<file path="config.mk">
export PLATFORM = sky130hd
export DESIGN_NAME = lbp_top
export DESIGN_NICKNAME = d
export VERILOG_FILES = /design/src/design/lbp_ctrl_pkg.sv /design/src/design/lbp_pixel_pkg.sv /design/src/design/lbp_circle_interp.sv /design/src/design/lbp_code_encoder.sv /design/src/design/lbp_frame_fsm.sv /design/src/design/lbp_raster_counter.sv /design/src/design/lbp_top.sv /design/src/design/lbp_window.sv
export VERILOG_INCLUDE_DIRS = /design/src /design/src/design
export SDC_FILE = /design/constraint.sdc
export NUM_CORES = 2
export LEC_CHECK = 0
export BUFFER_PORTS_ARGS = -buffer_cell sky130_fd_sc_hd__buf_2
export CAP_MARGIN = 0
export CORE_MARGIN = 4
export CORE_UTILIZATION = 45
export DETAILED_ROUTE_END_ITERATION = 12
export PLACE_DENSITY = 0.6
export SLEW_MARGIN = 10
export SYNTH_ARGS = -nofsm -noshare
export SYNTH_HDL_FRONTEND = slang
export SYNTH_SLANG_ARGS = --single-unit
</file>
<file path="constraint.sdc">
create_clock -name clk -period 8.41 [get_ports clk]
set_input_delay 0.4205 -clock clk [delete_from_list [all_inputs] [get_ports clk]]
set_output_delay 0.4205 -clock clk [all_outputs]
set_load 0.005 [all_outputs]
</file>
<file path="src/design/lbp_consts.svh">
`ifndef LBP_CONSTS_SVH
`define LBP_CONSTS_SVH

// Frame geometry
`define LBP_IMG_W 16
`define LBP_IMG_H 12

// Sampling circle
`define LBP_RADIUS 2

// Radius over root two as whole pixels and a 16-bit fraction
`define LBP_DIAG_INT 1
`define LBP_DIAG_FRAC 27146

// Fixed point of the circle samples
`define LBP_FRAC_BITS 16

// Cycles through the interpolator
`define LBP_INTERP_LAT 3

`endif

</file>
<file path="src/design/lbp_ctrl_pkg.sv">
package lbp_ctrl_pkg;

    typedef enum logic [1:0] {
        IDLE,
        STREAM,
        FLUSH,
        DONE
    } frame_state_t;

    // Position of the pixel being accepted
    typedef struct packed {
        logic [3:0] col;
        logic [3:0] row;
        logic       interior;
        logic       row_last;
    } raster_pos_t;

endpackage

</file>
<file path="src/design/lbp_pixel_pkg.sv">
package lbp_pixel_pkg;

    typedef logic [7:0] pixel_t;

    // 8.16 fixed point
    typedef logic [23:0] sample_t;

    typedef logic [7:0] lbp_code_t;

    // Four grid pixels around one diagonal point
    typedef struct packed {
        pixel_t a;
        pixel_t b;
        pixel_t c;
        pixel_t d;
    } quad_t;

    // card[j] sits at angle 90*j, diag[j] at 45 + 90*j
    typedef struct packed {
        pixel_t       centre;
        pixel_t [3:0] card;
        quad_t  [3:0] diag;
        logic         valid;
        logic         row_last;
    } neighbourhood_t;

    // samp[k] belongs to code bit k
    typedef struct packed {
        sample_t [7:0] samp;
        sample_t       centre;
        logic          valid;
        logic          row_last;
    } circle_t;

endpackage

</file>
<file path="src/design/lbp_circle_interp.sv">
`timescale 1ns/10ps

`include "lbp_consts.svh"

module lbp_circle_interp (
    input  logic                         clk,
    input  logic                         rst_n,
    input  lbp_pixel_pkg::neighbourhood_t nbhd_i,
    output lbp_pixel_pkg::circle_t        circle_o
);
    import lbp_pixel_pkg::*;

    localparam int LAT = `LBP_INTERP_LAT;
    localparam int ONE = 1 << `LBP_FRAC_BITS;

    // Bilinear weights for the diagonal point, in 0.16
    localparam logic [16:0] W_CORNER =
        17'((`LBP_DIAG_FRAC * `LBP_DIAG_FRAC) >> `LBP_FRAC_BITS);
    localparam logic [16:0] W_EDGE  = 17'(`LBP_DIAG_FRAC) - W_CORNER;
    localparam logic [16:0] W_INNER = 17'(ONE - 2 * `LBP_DIAG_FRAC) + W_CORNER;

    pixel_t [3:0] card_d [LAT];
    pixel_t       centre_d [LAT];
    logic [LAT-1:0] valid_d;
    logic [LAT-1:0] row_last_d;

    logic [24:0] prod_q [4][4];
    logic [25:0] pair_q [4][2];
    sample_t     diag_q [4];

    always_ff @(posedge clk) begin
        card_d[0]   <= nbhd_i.card;
        centre_d[0] <= nbhd_i.centre;
        for (int i = 1; i < LAT; i++) begin
            card_d[i]   <= card_d[i-1];
            centre_d[i] <= centre_d[i-1];
        end

        for (int j = 0; j < 4; j++) begin
            // Stage 1 partial products
            prod_q[j][0] <= nbhd_i.diag[j].a * W_INNER;
            prod_q[j][1] <= nbhd_i.diag[j].b * W_EDGE;
            prod_q[j][2] <= nbhd_i.diag[j].c * W_EDGE;
            prod_q[j][3] <= nbhd_i.diag[j].d * W_CORNER;
            // Stage 2 pair sums
            pair_q[j][0] <= prod_q[j][0] + prod_q[j][1];
            pair_q[j][1] <= prod_q[j][2] + prod_q[j][3];
            // Stage 3
            diag_q[j] <= sample_t'(pair_q[j][0] + pair_q[j][1]);
        end
    end

    always_ff @(posedge clk) begin
        if (!rst_n) begin
            valid_d    <= '0;
            row_last_d <= '0;
        end else begin
            valid_d    <= {valid_d[LAT-2:0], nbhd_i.valid};
            row_last_d <= {row_last_d[LAT-2:0], nbhd_i.row_last};
        end
    end

    always_comb begin
        for (int j = 0; j < 4; j++) begin
            circle_o.samp[2*j]   = sample_t'(card_d[LAT-1][j]) << `LBP_FRAC_BITS;
            circle_o.samp[2*j+1] = diag_q[j];
        end
        circle_o.centre   = sample_t'(centre_d[LAT-1]) << `LBP_FRAC_BITS;
        circle_o.valid    = valid_d[LAT-1];
        circle_o.row_last = row_last_d[LAT-1];
    end

endmodule

</file>
<file path="src/design/lbp_code_encoder.sv">
`timescale 1ns/10ps

`include "lbp_consts.svh"

module lbp_code_encoder (
    input  logic                    clk,
    input  logic                    rst_n,
    input  lbp_pixel_pkg::circle_t   circle_i,
    output logic                    code_valid_o,
    output lbp_pixel_pkg::lbp_code_t code_o,
    output logic                    code_row_last_o,
    output logic                    last_code_o
);
    import lbp_pixel_pkg::*;

    localparam int N_CODES =
        (`LBP_IMG_W - 2 * `LBP_RADIUS) * (`LBP_IMG_H - 2 * `LBP_RADIUS);
    localparam int CW = $clog2(N_CODES);
    localparam logic [CW-1:0] LAST_IDX = CW'(N_CODES - 1);

    lbp_code_t     code_d;
    logic [CW-1:0] cnt_q;

    // Sample at or above the centre sets the bit
    always_comb begin
        for (int k = 0; k < 8; k++) begin
            code_d[k] = (circle_i.samp[k] >= circle_i.centre);
        end
    end

    always_ff @(posedge clk) begin
        if (circle_i.valid) begin
            code_o <= code_d;
        end
    end

    always_ff @(posedge clk) begin
        if (!rst_n) begin
            code_valid_o    <= 1'b0;
            code_row_last_o <= 1'b0;
            last_code_o     <= 1'b0;
            cnt_q           <= '0;
        end else begin
            code_valid_o    <= circle_i.valid;
            code_row_last_o <= circle_i.valid && circle_i.row_last;
            last_code_o     <= circle_i.valid && (cnt_q == LAST_IDX);
            if (circle_i.valid) begin
                cnt_q <= (cnt_q == LAST_IDX) ? '0 : cnt_q + 1'b1;
            end
        end
    end

endmodule

</file>
<file path="src/design/lbp_frame_fsm.sv">
`timescale 1ns/10ps

module lbp_frame_fsm (
    input  logic clk,
    input  logic rst_n,
    input  logic start_i,
    input  logic pix_valid_i,
    input  logic frame_last_i,
    input  logic last_code_i,
    output logic accept_o,
    output logic busy_o,
    output logic frame_done_o
);
    import lbp_ctrl_pkg::*;

    frame_state_t state_q;
    frame_state_t state_d;

    always_comb begin
        state_d = state_q;
        case (state_q)
            IDLE: begin
                if (start_i) begin
                    state_d = STREAM;
                end
            end
            STREAM: begin
                // Final pixel taken while codes are still in the pipeline
                if (frame_last_i) begin
                    state_d = FLUSH;
                end
            end
            FLUSH: begin
                if (last_code_i) begin
                    state_d = DONE;
                end
            end
            DONE: begin
                state_d = IDLE;
            end
            default: begin
                state_d = IDLE;
            end
        endcase
    end

    always_ff @(posedge clk) begin
        if (!rst_n) begin
            state_q <= IDLE;
        end else begin
            state_q <= state_d;
        end
    end

    assign accept_o     = pix_valid_i && (state_q == STREAM);
    assign busy_o       = (state_q != IDLE);
    assign frame_done_o = (state_q == DONE);

endmodule

</file>
<file path="src/design/lbp_raster_counter.sv">
`timescale 1ns/10ps

`include "lbp_consts.svh"

module lbp_raster_counter (
    input  logic                      clk,
    input  logic                      rst_n,
    input  logic                      accept_i,
    output lbp_ctrl_pkg::raster_pos_t pos_o,
    output logic                      frame_last_o
);
    localparam int EDGE = 2 * `LBP_RADIUS;

    localparam logic [3:0] LAST_COL = 4'(`LBP_IMG_W - 1);
    localparam logic [3:0] LAST_ROW = 4'(`LBP_IMG_H - 1);

    // Position of the next pixel to arrive
    logic [3:0] col_q;
    logic [3:0] row_q;

    always_ff @(posedge clk) begin
        if (!rst_n) begin
            col_q <= '0;
            row_q <= '0;
        end else if (accept_i) begin
            if (col_q == LAST_COL) begin
                col_q <= '0;
                row_q <= (row_q == LAST_ROW) ? 4'd0 : row_q + 4'd1;
            end else begin
                col_q <= col_q + 4'd1;
            end
        end
    end

    always_comb begin
        pos_o.col      = col_q;
        pos_o.row      = row_q;
        pos_o.interior = (col_q >= 4'(EDGE)) && (row_q >= 4'(EDGE));
        pos_o.row_last = (col_q == LAST_COL);
    end

    assign frame_last_o = accept_i && (col_q == LAST_COL) && (row_q == LAST_ROW);

endmodule

</file>
<file path="src/design/lbp_top.sv">
`timescale 1ns/10ps

module lbp_top (
    input  logic                    clk,
    input  logic                    rst_n,
    input  logic                    start_i,
    input  logic                    pix_valid_i,
    input  lbp_pixel_pkg::pixel_t    pix_i,
    output logic                    code_valid_o,
    output lbp_pixel_pkg::lbp_code_t code_o,
    output logic                    code_row_last_o,
    output logic                    frame_done_o,
    output logic                    busy_o
);
    import lbp_pixel_pkg::*;
    import lbp_ctrl_pkg::*;

    logic           accept;
    logic           frame_last;
    logic           last_code;
    raster_pos_t    pos;
    neighbourhood_t nbhd;
    circle_t        circle;

    lbp_frame_fsm u_fsm (
        .clk          (clk),
        .rst_n        (rst_n),
        .start_i      (start_i),
        .pix_valid_i  (pix_valid_i),
        .frame_last_i (frame_last),
        .last_code_i  (last_code),
        .accept_o     (accept),
        .busy_o       (busy_o),
        .frame_done_o (frame_done_o)
    );

    lbp_raster_counter u_counter (
        .clk          (clk),
        .rst_n        (rst_n),
        .accept_i     (accept),
        .pos_o        (pos),
        .frame_last_o (frame_last)
    );

    lbp_window u_window (
        .clk      (clk),
        .rst_n    (rst_n),
        .accept_i (accept),
        .pix_i    (pix_i),
        .pos_i    (pos),
        .nbhd_o   (nbhd)
    );

    lbp_circle_interp u_interp (
        .clk      (clk),
        .rst_n    (rst_n),
        .nbhd_i   (nbhd),
        .circle_o (circle)
    );

    lbp_code_encoder u_encoder (
        .clk             (clk),
        .rst_n           (rst_n),
        .circle_i        (circle),
        .code_valid_o    (code_valid_o),
        .code_o          (code_o),
        .code_row_last_o (code_row_last_o),
        .last_code_o     (last_code)
    );

endmodule

</file>
<file path="src/design/lbp_window.sv">
`timescale 1ns/10ps

`include "lbp_consts.svh"

module lbp_window (
    input  logic                         clk,
    input  logic                         rst_n,
    input  logic                         accept_i,
    input  lbp_pixel_pkg::pixel_t         pix_i,
    input  lbp_ctrl_pkg::raster_pos_t     pos_i,
    output lbp_pixel_pkg::neighbourhood_t nbhd_o
);
    import lbp_pixel_pkg::*;

    localparam int R     = `LBP_RADIUS;
    localparam int WIN   = 2 * R + 1;
    localparam int LINES = 2 * R;

    // Window rows and columns of the diagonal quads
    localparam int IN_LO  = R - `LBP_DIAG_INT;
    localparam int OUT_LO = R - `LBP_DIAG_INT - 1;
    localparam int IN_HI  = R + `LBP_DIAG_INT;
    localparam int OUT_HI = R + `LBP_DIAG_INT + 1;

    // lb[0] holds the row just above the incoming one
    pixel_t lb [LINES][`LBP_IMG_W];

    // Older window columns
    // Index WIN-2 is the newest stored
    pixel_t cols_q [WIN][WIN-1];

    pixel_t col_in [WIN];
    pixel_t w [WIN][WIN];

    pixel_t       centre_q;
    pixel_t [3:0] card_q;
    quad_t  [3:0] diag_q;
    logic         valid_q;
    logic         row_last_q;

    // Window as it stands once the current pixel is in
    always_comb begin
        col_in[WIN-1] = pix_i;
        for (int r = 0; r < WIN - 1; r++) begin
            col_in[r] = lb[WIN-2-r][pos_i.col];
        end
        for (int r = 0; r < WIN; r++) begin
            for (int c = 0; c < WIN - 1; c++) begin
                w[r][c] = cols_q[r][c];
            end
            w[r][WIN-1] = col_in[r];
        end
    end

    always_ff @(posedge clk) begin
        if (accept_i) begin
            lb[0][pos_i.col] <= pix_i;
            for (int i = 1; i < LINES; i++) begin
                lb[i][pos_i.col] <= lb[i-1][pos_i.col];
            end
            for (int r = 0; r < WIN; r++) begin
                for (int c = 0; c < WIN - 2; c++) begin
                    cols_q[r][c] <= cols_q[r][c+1];
                end
                cols_q[r][WIN-2] <= col_in[r];
            end

            centre_q <= w[R][R];
            card_q[0] <= w[R][2*R];
            card_q[1] <= w[0][R];
            card_q[2] <= w[R][0];
            card_q[3] <= w[2*R][R];

            // a inner, b column outer, c row outer, d corner
            diag_q[0] <= '{a: w[IN_LO][IN_HI], b: w[IN_LO][OUT_HI],
                           c: w[OUT_LO][IN_HI], d: w[OUT_LO][OUT_HI]};
            diag_q[1] <= '{a: w[IN_LO][IN_LO], b: w[IN_LO][OUT_LO],
                           c: w[OUT_LO][IN_LO], d: w[OUT_LO][OUT_LO]};
            diag_q[2] <= '{a: w[IN_HI][IN_LO], b: w[IN_HI][OUT_LO],
                           c: w[OUT_HI][IN_LO], d: w[OUT_HI][OUT_LO]};
            diag_q[3] <= '{a: w[IN_HI][IN_HI], b: w[IN_HI][OUT_HI],
                           c: w[OUT_HI][IN_HI], d: w[OUT_HI][OUT_HI]};
        end
    end

    always_ff @(posedge clk) begin
        if (!rst_n) begin
            valid_q    <= 1'b0;
            row_last_q <= 1'b0;
        end else begin
            valid_q    <= accept_i && pos_i.interior;
            row_last_q <= accept_i && pos_i.interior && pos_i.row_last;
        end
    end

    assign nbhd_o = '{centre: centre_q, card: card_q, diag: diag_q,
                      valid: valid_q, row_last: row_last_q};

endmodule

</file>
==> flow_summary.json <==
{
  "status": "complete, no violations",
  "synth_area_leaders": "edfxtp_1, dfxtp_1, ha_1, fa_1, inv_1",
  "synth_ff_type": "dfxtp_1",
  "gp_congestion": 0.878,
  "chipWidth_um": 444,
  "floorplan.initialDensity": 0.454,
  "cts_tree": "built",
  "crit_required_ps": 9140,
  "wl_per_cell_um": 17.8,
  "place_hpwl_um": 132000,
  "crit_path_top_delay_cell": "fa_1",
  "drv_cap": 0,
  "ys_seq_area_frac": 0.428,
  "slew_viol_final": 0,
  "dieHeight_um": 444,
  "cts.sinks": 1468,
  "synth.distinct_cells": 97,
  "reg2regPathDepth": 16,
  "wl_um": 178000,
  "nets": 8914,
  "cts_max_level": 4,
  "crit_path_start_kind": "register",
  "worst_setup_path_end_kind": "register",
  "syn-cell-area_um2": 85500,
  "cts_root_buf": "clkbuf_16",
  "core_um2": 188000,
  "hold_violations": 0,
  "fin_skew_ps": 50.2,
  "worstHoldPathType": "in2reg",
  "path_class": "reg2reg",
  "grt_max_degree": 63,
  "worst_slew_pin_slew_ps": 1060,
  "cpPeakStageDelay_ps": 630,
  "synthCells": 7190,
  "clk_path_buf_depth": 3,
  "synth_seq_cells": 1468,
  "worstPathArrival_ps": 5540,
  "area_growth_pct": 10.5,
  "clkTransAtPathRegs_ps": 60,
  "via_per_inst": 5.21,
  "antenna_found_initial": 9,
  "grt_pass1_vias": 53500,
  "reg2reg_to": "u_interp.prod_q[2][17]",
  "dr_total_vias": 52000,
  "setup_violations": 0,
  "cp_max_fo": 4,
  "ctsResizeCount": 0,
  "synth_common_cells": "ha_1, inv_1, dfxtp_1",
  "grt_first_pass_wirelength_um": 287000,
  "overflow": 0,
  "path_cells": "inv_1 > fa_1 > inv_1 > fa_1 > fa_1 > inv_1 > fa_1 > inv_1 > ha_1 > a21oi_2 > o21bai_1 > a21o_1 > a221oi_2 > nor2_1 > or4b_1 > nand3_1",
  "io_pins": 24,
  "track_usage": 0.182,
  "avgSynthCellArea_um2": 11.9,
  "fmax_mhz": 208,
  "drcViolationCount": 0,
  "ctsHoldBuffers": 8,
  "ys_warn_count": 0,
  "crit_end": "u_interp.prod_q[2][17]",
  "insertion_delay_ps": 800,
  "cts_buffers": 162,
  "synth_nets": 8753,
  "portBuffers": 23,
  "timing.final.crit_share": 0.573,
  "rsz0062_at_grt": "false",
  "cp-startpoint": "u_window.nbhd_o[69]",
  "dieArea_um2": 197000,
  "synth-edff-count": 720,
  "slew_headroom": 0.291,
  "post_route_cells_drive_above_1_share": 0.0764,
  "rows": 159,
  "tns_ps": 0,
  "drtIter0Drc": 2929,
  "fin_crit_ps": 4820,
  "rrSetupSlack_ps": 3590,
  "yosysMostFrequentCell": "ha_1",
  "r2r_start": "u_window.nbhd_o[69]",
  "synthArstFlopShare": 0,
  "postCtsSetupBuffers": 0,
  "ant_nets": 0,
  "synth_top_area_cell": "edfxtp_1",
  "synth_top_cell_area_share": 0.253,
  "drtPass1Iterations": 6
}
## per-stage QoR
stage                     setup WS [ps]  cells  area, µm²  hold slack, ps  utilization
after floorplan                    2090   7190      85500             310            -
after global placement             3620   9674      88800             311        0.471
after detailed placement           3570   9674      88800             312        0.472
after CTS                          3560   9983      94400            19.0        0.501
after global routing               3350   9984      94400            40.4        0.501
final                              3590   9987      94500            93.5        0.501
## registers in the layout (all words and copies together) (netlist names), 2 cells and up
name	cells
u_counter.col_q	4
u_counter.row_q	4
u_encoder.cnt_q	7
u_encoder.code_o	8
u_fsm.state_q	2
u_interp.card_d	96
u_interp.centre_d	24
u_interp.diag_q	92
u_interp.pair_q	180
u_interp.prod_q	328
u_interp.row_last_d	3
u_interp.valid_d	3
u_window.centre_q	7
u_window.cols_q	48
u_window.lb	512
u_window.nbhd_o	145
## per-layer routing
layer	wire length [µm]	vias up	global-route usage
met5	0	-	0
met4	4500	0	0.0489
met3	6180	244	0.0249
met1	83800	25300	0.253
met2	83200	828	0.300
li1	-	25600	-
## layout by cell type (no fill, tap or decap), drive strengths merged, types with 36 or more instances in the layout
cell / synthesis / layout
clkinv: 0 / 58
xnor2: 310 / 310
edfxtp: 720 / 720
clkbuf: 43 / 206
xor2: 121 / 121
a31oi: 41 / 41
inv: 1097 / 1110
o21a: 74 / 74
nand2: 201 / 201
nor3: 106 / 106
buf: 24 / 56
nor2b: 76 / 76
a211oi: 57 / 57
o211ai: 36 / 36
a21oi: 385 / 385
o21bai: 52 / 52
mux4: 160 / 160
fa: 447 / 447
nand3: 67 / 67
nor2: 302 / 302
and2: 37 / 37
o21ai: 244 / 244
nand2b: 65 / 65
ha: 1104 / 1104
and3: 39 / 39
a21o: 188 / 188
dfxtp: 748 / 748
nand4: 39 / 39
## worst max-delay path: cells and delay by family, from the launching register on
kind | cells | cell delay, ps
AO/OA/AOI/OAI | 4 | 770
adder cells (fa/ha/maj) | 5 | 2470
buffers and inverters | 4 | 330
flip-flops | 1 | 450
AND/OR/NAND/NOR | 3 | 750
## logic make-up (layout without fill, tap and decap cells)
group	count (synthesis)	in the layout	synth area share
adder cells (fa/ha/maj)	1551	1551	0.266
multiplexers	181	181	0.0446
AND/OR/NAND/NOR	1079	1079	0.0640
buffers and inverters	1164	1462	0.0513
XOR/XNOR	431	431	0.0442
other	0	4	0
AO/OA/AOI/OAI	1316	1316	0.102
flip-flops	1468	1468	0.428
## final cells by class
type / instances / area, µm²
clock buffers: 206 / 4410
fillers: 16400 / 93900
diodes: 4 / 10.0
multi-input cells: 4558 / 44600
inverters: 1097 / 4120
well taps: 2495 / 3120
flip-flops and latches: 1468 / 36600
repair buffers: 64 / 443
clock inverters: 95 / 1120
## worst min path at each step
stage               cells past startpoint                       end  slack (ps)                    start
global placement                        0  u_interp.centre_d[0][11]         310  u_interp.centre_d[0][3]
detailed placement                      0    u_interp.card_d[0][34]         310    u_interp.card_d[0][2]
finish                                  1       u_window.lb[0][127]          90                 pix_i[7]
global route                            1         u_window.lb[0][7]          40                 pix_i[7]
floorplan                               0    u_interp.card_d[0][32]         310    u_interp.card_d[0][0]
CTS                                     1     u_window.cols_q[4][7]          20                 pix_i[7]
Power is not shown: default switching activity piles up to over one toggle a cycle in this logic, so the estimate is an artifact.
